==> src/rtl/rv_decoder_params.svh <==
// Build-wide macros; RV_M_EXT_EN must be 0 or 1 and RV_ILEN must stay 32 for RV32
`ifndef RV_DECODER_PARAMS_SVH
`define RV_DECODER_PARAMS_SVH

// M extension present
//   1 = mul/div decoded by the M sub-decoder
//   0 = those encodings decode as illegal
`define RV_M_EXT_EN 1

// Instruction word width, uncompressed form only
`define RV_ILEN 32

// Compressed words arrive already expanded, so
// only the illegal_c flag from IF is seen here

`endif

==> src/rtl/rv_decoder_pkg.sv <==
// Control word carries no PC or register indices; the enum widths below fix the pipe struct sizes
`include "rv_decoder_params.svh"

package rv_decoder_pkg;

  //////////////////////
  // Encodings
  //////////////////////

  typedef enum logic [6:0] {
    OPC_LOAD     = 7'h03,
    OPC_MISC_MEM = 7'h0f,           // FENCE, FENCE.I
    OPC_OP_IMM   = 7'h13,
    OPC_AUIPC    = 7'h17,
    OPC_STORE    = 7'h23,
    OPC_OP       = 7'h33,           // Shared by RV32I and RV32M
    OPC_LUI      = 7'h37,
    OPC_BRANCH   = 7'h63,
    OPC_JALR     = 7'h67,
    OPC_JAL      = 7'h6f,
    OPC_SYSTEM   = 7'h73            // Only privileged forms, CSR is illegal
  } opcode_e;

  typedef enum logic [4:0] {
    ALU_ADD, ALU_SUB, ALU_SLL, ALU_SLT, ALU_SLTU, ALU_XOR, ALU_SRL, ALU_SRA,
    ALU_OR, ALU_AND,
    ALU_EQ, ALU_NE, ALU_LT, ALU_GE, ALU_LTU, ALU_GEU  // Branch compares
  } alu_opcode_e;

  typedef enum logic       {MUL_MUL, MUL_MULH} mul_opcode_e;  // Low or high product half
  typedef enum logic [1:0] {DIV_DIV, DIV_DIVU, DIV_REM, DIV_REMU} div_opcode_e;
  typedef enum logic [1:0] {OP_A_REGFILE, OP_A_PC, OP_A_ZERO} op_a_mux_e;
  typedef enum logic       {OP_B_REGFILE, OP_B_IMM} op_b_mux_e;
  typedef enum logic [2:0] {IMMB_I, IMMB_S, IMMB_B, IMMB_U, IMMB_J, IMMB_PCINCR} imm_b_mux_e;
  typedef enum logic [1:0] {LSU_BYTE, LSU_HALF, LSU_WORD} lsu_size_e;  // Matches funct3[1:0]
  typedef enum logic [2:0] {
    SYS_NONE, SYS_ECALL, SYS_EBREAK, SYS_MRET, SYS_WFI, SYS_FENCE_I
  } sys_opcode_e;

  //////////////////////
  // Control word
  //////////////////////

  typedef struct packed {
    logic        illegal_insn;
    logic        alu_en;
    logic        alu_bch;            // ALU does the branch compare
    logic        alu_jmp;            // JAL or JALR, ALU forms the link address
    logic        alu_jmpr;           // JALR only
    alu_opcode_e alu_operator;
    op_a_mux_e   op_a_mux_sel;
    op_b_mux_e   op_b_mux_sel;
    imm_b_mux_e  imm_b_mux_sel;
    logic        mul_en;
    mul_opcode_e mul_operator;
    logic [1:0]  mul_signed_mode;    // Bit 1 rs2 signed, bit 0 rs1 signed
    logic        div_en;
    div_opcode_e div_operator;
    logic        lsu_en;
    logic        lsu_we;
    lsu_size_e   lsu_size;
    logic        lsu_sext;
    logic        rf_we;
    logic [1:0]  rf_re;              // Bit 1 rs2, bit 0 rs1
    logic        sys_en;
    sys_opcode_e sys_op;
  } decoder_ctrl_t;

  // Illegal word, all enables off and every select on its first value
  parameter decoder_ctrl_t DECODER_CTRL_ILLEGAL = '{
    illegal_insn: 1'b1, alu_en: 1'b0, alu_bch: 1'b0, alu_jmp: 1'b0, alu_jmpr: 1'b0,
    alu_operator: ALU_ADD, op_a_mux_sel: OP_A_REGFILE, op_b_mux_sel: OP_B_REGFILE,
    imm_b_mux_sel: IMMB_I, mul_en: 1'b0, mul_operator: MUL_MUL, mul_signed_mode: 2'b00,
    div_en: 1'b0, div_operator: DIV_DIV, lsu_en: 1'b0, lsu_we: 1'b0, lsu_size: LSU_BYTE,
    lsu_sext: 1'b0, rf_we: 1'b0, rf_re: 2'b00, sys_en: 1'b0, sys_op: SYS_NONE
  };

  //////////////////////
  // Pipe registers
  //////////////////////

  typedef struct packed {
    logic                valid;
    logic                illegal_c_insn;  // Bad compressed form, flagged by IF
    logic [`RV_ILEN-1:0] instr;
  } if_id_pipe_t;

  typedef struct packed {
    logic          valid;
    decoder_ctrl_t ctrl;
  } id_ex_pipe_t;

endpackage

==> src/rtl/rv_i_decoder.sv <==
// Pure combinational; CSR, reserved funct and unknown opcodes give the illegal word, FENCE is a no-op
`timescale 1ns/1ns
`include "rv_decoder_params.svh"

module rv_i_decoder (
  input  logic [`RV_ILEN-1:0]           instr_i,        // Instruction word
  output rv_decoder_pkg::decoder_ctrl_t decoder_ctrl_o  // Full control word or illegal word
);
  import rv_decoder_pkg::*;

  opcode_e       opcode;
  logic [2:0]    funct3;
  logic [6:0]    funct7;
  logic          illegal;                                 // Set by any reserved encoding
  decoder_ctrl_t ctrl;

  assign opcode = opcode_e'(instr_i[6:0]);
  assign funct3 = instr_i[14:12];
  assign funct7 = instr_i[31:25];

  always_comb begin
    ctrl              = DECODER_CTRL_ILLEGAL;
    ctrl.illegal_insn = 1'b0;                             // Start from an inactive legal word
    illegal           = 1'b0;

    case (opcode)
      //////////////////////
      // Upper immediates and jumps
      OPC_LUI, OPC_AUIPC: begin
        ctrl.alu_en        = 1'b1;
        ctrl.op_a_mux_sel  = (opcode == OPC_LUI) ? OP_A_ZERO : OP_A_PC;
        ctrl.op_b_mux_sel  = OP_B_IMM;
        ctrl.imm_b_mux_sel = IMMB_U;
        ctrl.rf_we         = 1'b1;
      end
      OPC_JAL, OPC_JALR: begin
        ctrl.alu_en        = 1'b1;
        ctrl.alu_jmp       = 1'b1;
        ctrl.alu_jmpr      = (opcode == OPC_JALR);
        ctrl.op_a_mux_sel  = OP_A_PC;                     // Link = PC + 4
        ctrl.op_b_mux_sel  = OP_B_IMM;
        ctrl.imm_b_mux_sel = IMMB_PCINCR;
        ctrl.rf_we         = 1'b1;
        ctrl.rf_re         = (opcode == OPC_JALR) ? 2'b01 : 2'b00;  // JALR reads rs1 for target
        illegal            = (opcode == OPC_JALR) && (funct3 != 3'b000);
      end
      OPC_BRANCH: begin
        ctrl.alu_en        = 1'b1;
        ctrl.alu_bch       = 1'b1;
        ctrl.imm_b_mux_sel = IMMB_B;
        ctrl.rf_re         = 2'b11;
        case (funct3)
          3'b000:  ctrl.alu_operator = ALU_EQ;
          3'b001:  ctrl.alu_operator = ALU_NE;
          3'b100:  ctrl.alu_operator = ALU_LT;
          3'b101:  ctrl.alu_operator = ALU_GE;
          3'b110:  ctrl.alu_operator = ALU_LTU;
          3'b111:  ctrl.alu_operator = ALU_GEU;
          default: illegal = 1'b1;                        // 010, 011 reserved
        endcase
      end
      //////////////////////
      // Loads and stores
      OPC_LOAD: begin
        ctrl.lsu_en        = 1'b1;
        ctrl.op_b_mux_sel  = OP_B_IMM;                    // Address = rs1 + imm
        ctrl.lsu_size      = lsu_size_e'(funct3[1:0]);
        ctrl.lsu_sext      = ~funct3[2];                  // LBU/LHU zero extend
        ctrl.rf_we         = 1'b1;
        ctrl.rf_re         = 2'b01;
        illegal            = (funct3[1:0] == 2'b11) || (funct3 == 3'b110);
      end
      OPC_STORE: begin
        ctrl.lsu_en        = 1'b1;
        ctrl.lsu_we        = 1'b1;
        ctrl.op_b_mux_sel  = OP_B_IMM;
        ctrl.imm_b_mux_sel = IMMB_S;
        ctrl.lsu_size      = lsu_size_e'(funct3[1:0]);
        ctrl.rf_re         = 2'b11;                       // rs1 base, rs2 data
        illegal            = funct3[2] || (funct3[1:0] == 2'b11);
      end
      //////////////////////
      // Register and immediate ALU ops
      OPC_OP_IMM, OPC_OP: begin
        ctrl.alu_en        = 1'b1;
        ctrl.op_b_mux_sel  = (opcode == OPC_OP) ? OP_B_REGFILE : OP_B_IMM;
        ctrl.rf_we         = 1'b1;
        ctrl.rf_re         = (opcode == OPC_OP) ? 2'b11 : 2'b01;
        case (funct3)
          3'b000: ctrl.alu_operator = (opcode == OPC_OP && funct7[5]) ? ALU_SUB : ALU_ADD;
          3'b001: ctrl.alu_operator = ALU_SLL;
          3'b010: ctrl.alu_operator = ALU_SLT;
          3'b011: ctrl.alu_operator = ALU_SLTU;
          3'b100: ctrl.alu_operator = ALU_XOR;
          3'b101: ctrl.alu_operator = funct7[5] ? ALU_SRA : ALU_SRL;
          3'b110: ctrl.alu_operator = ALU_OR;
          default: ctrl.alu_operator = ALU_AND;
        endcase
        if (opcode == OPC_OP) begin
          // Only funct7 0x00 everywhere, 0x20 on ADD/SRL slots; 0x01 belongs to M
          illegal = (funct7 != 7'h00) &&
                    !((funct7 == 7'h20) && ((funct3 == 3'b000) || (funct3 == 3'b101)));
        end else if (funct3 == 3'b001) begin
          illegal = (funct7 != 7'h00);                    // SLLI shamt[5] must be 0
        end else if (funct3 == 3'b101) begin
          illegal = (funct7 != 7'h00) && (funct7 != 7'h20);
        end
      end
      //////////////////////
      // Fences and privileged ops
      OPC_MISC_MEM: begin
        if (funct3 == 3'b001) begin
          ctrl.sys_en = 1'b1;
          ctrl.sys_op = SYS_FENCE_I;
        end else begin
          illegal = (funct3 != 3'b000);                   // FENCE stays an inactive legal word
        end
      end
      OPC_SYSTEM: begin
        ctrl.sys_en = 1'b1;
        illegal     = (funct3 != 3'b000) || (instr_i[19:7] != '0);  // CSR forms land here
        case (instr_i[31:20])
          12'h000: ctrl.sys_op = SYS_ECALL;
          12'h001: ctrl.sys_op = SYS_EBREAK;
          12'h302: ctrl.sys_op = SYS_MRET;
          12'h105: ctrl.sys_op = SYS_WFI;
          default: illegal = 1'b1;
        endcase
      end
      default: illegal = 1'b1;
    endcase

    if (illegal) begin
      ctrl = DECODER_CTRL_ILLEGAL;
    end
  end

  assign decoder_ctrl_o = ctrl;

endmodule

==> src/rtl/rv_m_decoder.sv <==
// Pure combinational; only OP with funct7 0x01 is matched, everything else is the illegal word
`timescale 1ns/1ns
`include "rv_decoder_params.svh"

module rv_m_decoder (
  input  logic [`RV_ILEN-1:0]           instr_i,        // Instruction word
  output rv_decoder_pkg::decoder_ctrl_t decoder_ctrl_o  // Mul/div word or illegal word
);
  import rv_decoder_pkg::*;

  logic [2:0] funct3;
  logic       match;                                      // OP opcode with funct7 = 0x01

  assign funct3 = instr_i[14:12];
  assign match  = (instr_i[6:0] == OPC_OP) && (instr_i[31:25] == 7'h01);

  always_comb begin
    decoder_ctrl_o = DECODER_CTRL_ILLEGAL;
    if (match) begin
      decoder_ctrl_o.illegal_insn = 1'b0;
      decoder_ctrl_o.rf_we        = 1'b1;
      decoder_ctrl_o.rf_re        = 2'b11;
      if (!funct3[2]) begin
        decoder_ctrl_o.mul_en       = 1'b1;
        decoder_ctrl_o.mul_operator = (funct3 == 3'b000) ? MUL_MUL : MUL_MULH;
        case (funct3[1:0])
          2'b00:   decoder_ctrl_o.mul_signed_mode = 2'b11;  // MUL
          2'b01:   decoder_ctrl_o.mul_signed_mode = 2'b11;  // MULH
          2'b10:   decoder_ctrl_o.mul_signed_mode = 2'b01;  // MULHSU, rs1 signed only
          default: decoder_ctrl_o.mul_signed_mode = 2'b00;  // MULHU
        endcase
      end else begin
        decoder_ctrl_o.div_en       = 1'b1;
        decoder_ctrl_o.div_operator = div_opcode_e'(funct3[1:0]);  // DIV, DIVU, REM, REMU
      end
    end
  end

endmodule

==> src/rtl/rv_decoder.sv <==
// Combinational merge; M presence comes from RV_M_EXT_EN, illegal_c and deassert act on the merged word
`timescale 1ns/1ns
`include "rv_decoder_params.svh"

module rv_decoder (
  input  logic [`RV_ILEN-1:0]           instr_i,           // Instruction word
  input  logic                          illegal_c_insn_i,  // Compressed form was illegal
  input  logic                          deassert_we_i,     // Controller kills side effects
  output rv_decoder_pkg::decoder_ctrl_t ctrl_o
);
  import rv_decoder_pkg::*;

  decoder_ctrl_t i_ctrl;
  decoder_ctrl_t m_ctrl;
  decoder_ctrl_t sub_ctrl;                                // Priority pick
  decoder_ctrl_t merged;                                  // After owner fields and illegal_c

  rv_i_decoder i_decoder_i (
    .instr_i        (instr_i),
    .decoder_ctrl_o (i_ctrl)
  );

  if (`RV_M_EXT_EN) begin : gen_m_decoder
    rv_m_decoder m_decoder_i (
      .instr_i        (instr_i),
      .decoder_ctrl_o (m_ctrl)
    );
  end else begin : gen_no_m_decoder
    assign m_ctrl = DECODER_CTRL_ILLEGAL;                 // Mul/div encodings fall to illegal
  end

  //////////////////////
  // Merge
  always_comb begin
    if (!m_ctrl.illegal_insn) begin
      sub_ctrl = m_ctrl;                                  // M first
    end else if (!i_ctrl.illegal_insn) begin
      sub_ctrl = i_ctrl;
    end else begin
      sub_ctrl = DECODER_CTRL_ILLEGAL;
    end

    merged                 = sub_ctrl;
    merged.alu_bch         = i_ctrl.alu_bch;              // Control flow and sys owned by I
    merged.alu_jmp         = i_ctrl.alu_jmp;
    merged.alu_jmpr        = i_ctrl.alu_jmpr;
    merged.sys_en          = i_ctrl.sys_en;
    merged.sys_op          = i_ctrl.sys_op;
    merged.mul_en          = m_ctrl.mul_en;               // Mul/div owned by M
    merged.mul_operator    = m_ctrl.mul_operator;
    merged.mul_signed_mode = m_ctrl.mul_signed_mode;
    merged.div_en          = m_ctrl.div_en;
    merged.div_operator    = m_ctrl.div_operator;
    if (illegal_c_insn_i) begin
      merged = DECODER_CTRL_ILLEGAL;
    end
  end

  // Suppression keeps operators and selects, drops enables
  always_comb begin
    ctrl_o = merged;
    if (deassert_we_i) begin
      ctrl_o.alu_en       = 1'b0;
      ctrl_o.mul_en       = 1'b0;
      ctrl_o.div_en       = 1'b0;
      ctrl_o.lsu_en       = 1'b0;
      ctrl_o.rf_we        = 1'b0;
      ctrl_o.sys_en       = 1'b0;
      ctrl_o.illegal_insn = 1'b0;
    end
  end

  // Encoding spaces of the two sub-decoders are disjoint
  a_one_match: assert final (m_ctrl.illegal_insn || i_ctrl.illegal_insn);

endmodule

==> src/rtl/rv_id_ex_pipe.sv <==
// Kill beats halt beats capture; ctrl only loads on a valid input, so it keeps stale values otherwise
`timescale 1ns/1ns

module rv_id_ex_pipe (
  input  logic                          clk,
  input  logic                          arst_n_i,
  input  logic                          valid_i,       // IF/ID valid
  input  rv_decoder_pkg::decoder_ctrl_t ctrl_i,        // Decoded word
  input  logic                          halt_i,        // Back-pressure from EX
  input  logic                          kill_i,        // Flush
  output rv_decoder_pkg::id_ex_pipe_t   id_ex_pipe_o
);
  import rv_decoder_pkg::*;

  id_ex_pipe_t pipe_q;

  always_ff @(posedge clk or negedge arst_n_i) begin
    if (!arst_n_i) begin
      pipe_q.valid             <= 1'b0;
      pipe_q.ctrl              <= DECODER_CTRL_ILLEGAL;
      pipe_q.ctrl.illegal_insn <= 1'b0;                   // Nothing enabled out of reset
    end else if (kill_i) begin
      pipe_q.valid <= 1'b0;                               // ctrl left as is
    end else if (!halt_i) begin
      pipe_q.valid <= valid_i;
      if (valid_i) begin
        pipe_q.ctrl <= ctrl_i;
      end
    end
  end

  assign id_ex_pipe_o = pipe_q;

  // Halt without kill freezes the whole stage output
  a_halt_hold: assert property (@(posedge clk) disable iff (!arst_n_i)
    halt_i && !kill_i |=> $stable(id_ex_pipe_o));

  // Flushed slot is empty next cycle
  a_kill_empty: assert property (@(posedge clk) disable iff (!arst_n_i)
    kill_i |=> !id_ex_pipe_o.valid);

endmodule

==> src/rtl/rv_id_stage.sv <==
// ID stage top; decode is same-cycle, result registered once, no handshake beyond plain levels
`timescale 1ns/1ns

module rv_id_stage (
  input  logic                        clk,
  input  logic                        arst_n_i,
  input  rv_decoder_pkg::if_id_pipe_t if_id_pipe_i,   // From IF
  input  logic                        deassert_we_i,  // Controller suppression
  input  logic                        halt_i,         // Hold ID/EX
  input  logic                        kill_i,         // Flush ID/EX
  output rv_decoder_pkg::id_ex_pipe_t id_ex_pipe_o    // To EX
);
  import rv_decoder_pkg::*;

  decoder_ctrl_t dec_ctrl;                              // Decoder to ID/EX

  rv_decoder decoder_i (
    .instr_i          (if_id_pipe_i.instr),
    .illegal_c_insn_i (if_id_pipe_i.illegal_c_insn),
    .deassert_we_i    (deassert_we_i),
    .ctrl_o           (dec_ctrl)
  );

  rv_id_ex_pipe id_ex_pipe_i (
    .clk          (clk),
    .arst_n_i     (arst_n_i),
    .valid_i      (if_id_pipe_i.valid),
    .ctrl_i       (dec_ctrl),
    .halt_i       (halt_i),
    .kill_i       (kill_i),
    .id_ex_pipe_o (id_ex_pipe_o)
  );

endmodule

==> config.mk <==
export PLATFORM = sky130hd
export DESIGN_NAME = rv_id_stage
export DESIGN_NICKNAME = d
export VERILOG_FILES = /design/src/rtl/rv_decoder_pkg.sv /design/src/rtl/rv_i_decoder.sv /design/src/rtl/rv_m_decoder.sv /design/src/rtl/rv_decoder.sv /design/src/rtl/rv_id_ex_pipe.sv /design/src/rtl/rv_id_stage.sv
export VERILOG_INCLUDE_DIRS = /design/src /design/src/rtl
export SDC_FILE = /design/constraint.sdc
export NUM_CORES = 1
export LEC_CHECK = 0
export ABC_AREA = 1
export BUFFER_PORTS_ARGS = -buffer_cell sky130_fd_sc_hd__buf_2
export CAP_MARGIN = 20
export CORE_MARGIN = 4
export CORE_UTILIZATION = 59
export CTS_CLUSTER_SIZE = 28
export DETAILED_ROUTE_END_ITERATION = 6
export PLACE_DENSITY = 0.84
export SLEW_MARGIN = 10
export SYNTH_ARGS = -nofsm -noshare
export SYNTH_HDL_FRONTEND = slang
export SYNTH_HIERARCHICAL = 1
export SYNTH_SLANG_ARGS = --single-unit
==> constraint.sdc <==
create_clock -name clk -period 2.35 [get_ports clk]
set_clock_uncertainty 0.2 [all_clocks]
set_input_delay 0.1175 -clock clk [delete_from_list [all_inputs] [get_ports clk]]
set_output_delay 0.1175 -clock clk [all_outputs]
set_load 0.01 [all_outputs]
==> results by group <==
Timing
  • Worst-Margin Slew: 0.782 ns
  • Final Hold Fails: 0
  • Unrepaired setup endpoints after global routing: false
  • Max Slew Vio Count: 0
  • Final setup viols: 0
  • Fmax: 522 MHz
  • Slew headroom: 0.479
  • Setup TNS: 0 ns
  • Final period util: 0.816
  • Tmin final: 1.92 ns
  • Final WS setup: 0.433 ns

Route
  • DRT met1 WL: 3460 µm
  • Routed Antenna Nets: 0
  • Drt drc: 0
  • Met2 routed wirelength: 3530 µm
  • Starting DRT DRC Count: 256
  • DR WL/cell: 11.9 µm
  • WL met3: 411 µm
  • Drt pass-1 iters: 5
  • Drt total wl: 7500 µm
  • Via/cell ratio: 4.97
  • DR vias: 3144
  • Top Metal Used: met4

Floorplanning
  • # IOs: 75
  • Chip height: 80.8 µm
  • Core ar.: 0.00511 mm²
  • Die area: 0.00653 mm²
  • Die Width: 80.8 µm
  • Core Rows: 26
  • Starting density of the core: 0.612

Yosys
  • Cell Area, Synth: 0.00313 mm²
  • Syn Inst Count: 494
  • Ys Warns: 6
  • Post-Syn Area per Cell: 6.33 µm²

Clocking
  • Root Driver: clkbuf_8
  • Max clock buf depth: 2
  • CTS tree: yes
  • CTS sink cnt: 36
  • Post-CTS setup buffer count: 0
  • Clk_lat worst skew: 0.29 ns
  • Clock buffer count from CTS: 5
  • Post-CTS Resized: 0
  • Post-CTS Hold Buffers: 4
  • # H-tree levels: 2
  • Clock-pin slew on the worst setup and hold paths: 0.07 ns

Setup path
  • CP max stage cell: nor3_1
  • Worst path most repeated cell: nand2_1
  • CP required: 2.38 ns
  • Worst Path Max Fanout: 10
  • Buf/Inv on CP: 2
  • Crit-path cells: buf_2 > nor2_1 > nand2_2 > nor3_1 > nand2_1 > nand2_1 > nand3_4 > buf_4 > a21oi_2 > nand3_1 > a21oi_2 > nand3_1 > nand2_1
  • CP Launch Type: input pin
  • Family with the most delay on the worst path: simple AND/OR/NAND/NOR gates
  • Worst EP arrival: 1.95 ns
  • Crit Path Category: in2reg
  • Max incr delay on CP: 0.28 ns
  • Endpoint type of the worst setup path: flip-flop

Placed design
  • Dpl ws: 0.171 ns
  • DP Wirelength: 5760 µm
  • Placed insts: 620
  • PortBufs: 74
  • Gp weighted congestion: 0.975

Status
  • Outcome: finished, final reports clean

Global routing
  • First-pass GRT wire length: 12800 µm
  • Total grt overflow: 0
  • Pin count of the biggest net entering global routing: 37
  • Initial antenna violation count: 0
  • Total GRT Usage: 0.245
  • Number of global-route vias before repair: 2859

Pwr
  • Pleak: 1.87 nW
  • P per Cell Area: 361 mW/mm²
  • Maximum VDD drop: 206 µV

Layout
  • Share of layout cells above drive strength 1: 0.258
  • Largest register FFs: 36
  • Fillers: 475
  • Final std cells w/o fill: 632
  • N_diodes: 0
  • Syn-to-layout area delta: 13.0%
  • Layout Nets: 600
  • Commonest non-fill, non-tap cell in the layout: nand2_1
  • Most frequent cells in the layout: nand2_1 (140), buf_2 (74), nand3_1 (67)

Min path
  • Min-delay worst type: in2reg

Run
  • Max cap viols: 0
per-stage QoR:
step | hold slack, ns | util | instance area [µm²] | power, W
after floorplan | -0.378 | - | 3190 | 0.000788
after global placement | 0.0258 | 0.667 | 3410 | 0.000841
after detailed placement | 0.0394 | 0.667 | 3410 | 0.000846
after CTS | 0.133 | 0.692 | 3530 | 0.00129
after global routing | 0.187 | 0.692 | 3530 | 0.00135
final | 0.146 | 0.692 | 3530 | 0.00128
final cells by class:
cell class,instances,area (µm²),share of cell area
sequential,36,901,0.255
timing repair buffer,89,505,0.143
clock buffer,5,68.8,0.0195
clock inverter,3,18.8,0.00531
inverter,49,184,0.0520
tap,70,87.6,0.0248
multi-input combinational,380,1770,0.501
metal layers:
metal / vias to the layer above / global-route usage
li1: 1639 / -
met1: 1400 / 0.329
met2: 95 / 0.411
met3: 10 / 0.0355
met4: 0 / 0.0709
met5: - / 0
path summary, 6_finish.rpt:
check	start	endpoint	slack (ns)	cells past startpoint
worst max register to register	id_ex_pipe_i/id_ex_pipe_o[35]	id_ex_pipe_i/id_ex_pipe_o[35]	0.91	3
worst min register to register	id_ex_pipe_i/id_ex_pipe_o[0]	id_ex_pipe_i/id_ex_pipe_o[0]	0.27	2
worst min-delay path	if_id_pipe_i[13]	id_ex_pipe_i/id_ex_pipe_o[13]	0.15	7
min in group asynchronous	arst_n_i	id_ex_pipe_i/id_ex_pipe_o[28]	0.24	2
max in group asynchronous	arst_n_i	id_ex_pipe_i/id_ex_pipe_o[14]	1.22	2
worst max-delay path	if_id_pipe_i[13]	id_ex_pipe_i/id_ex_pipe_o[6]	0.43	13
worst register-to-register path, stage by stage (launching register included):
cell and delay, ns:
dfrtp_1 0.38, nand3b_1 0.10, dlygate4sd3_1 0.58, nand2_1 0.07
power by group:
group          total [W]  internal (W)  switching (W)
clock           0.000438      0.000206       0.000231
combinational   0.000214     0.0000688       0.000145
sequential      0.000626      0.000623     0.00000243
Note: power is estimated with default switching activity, not from simulation.
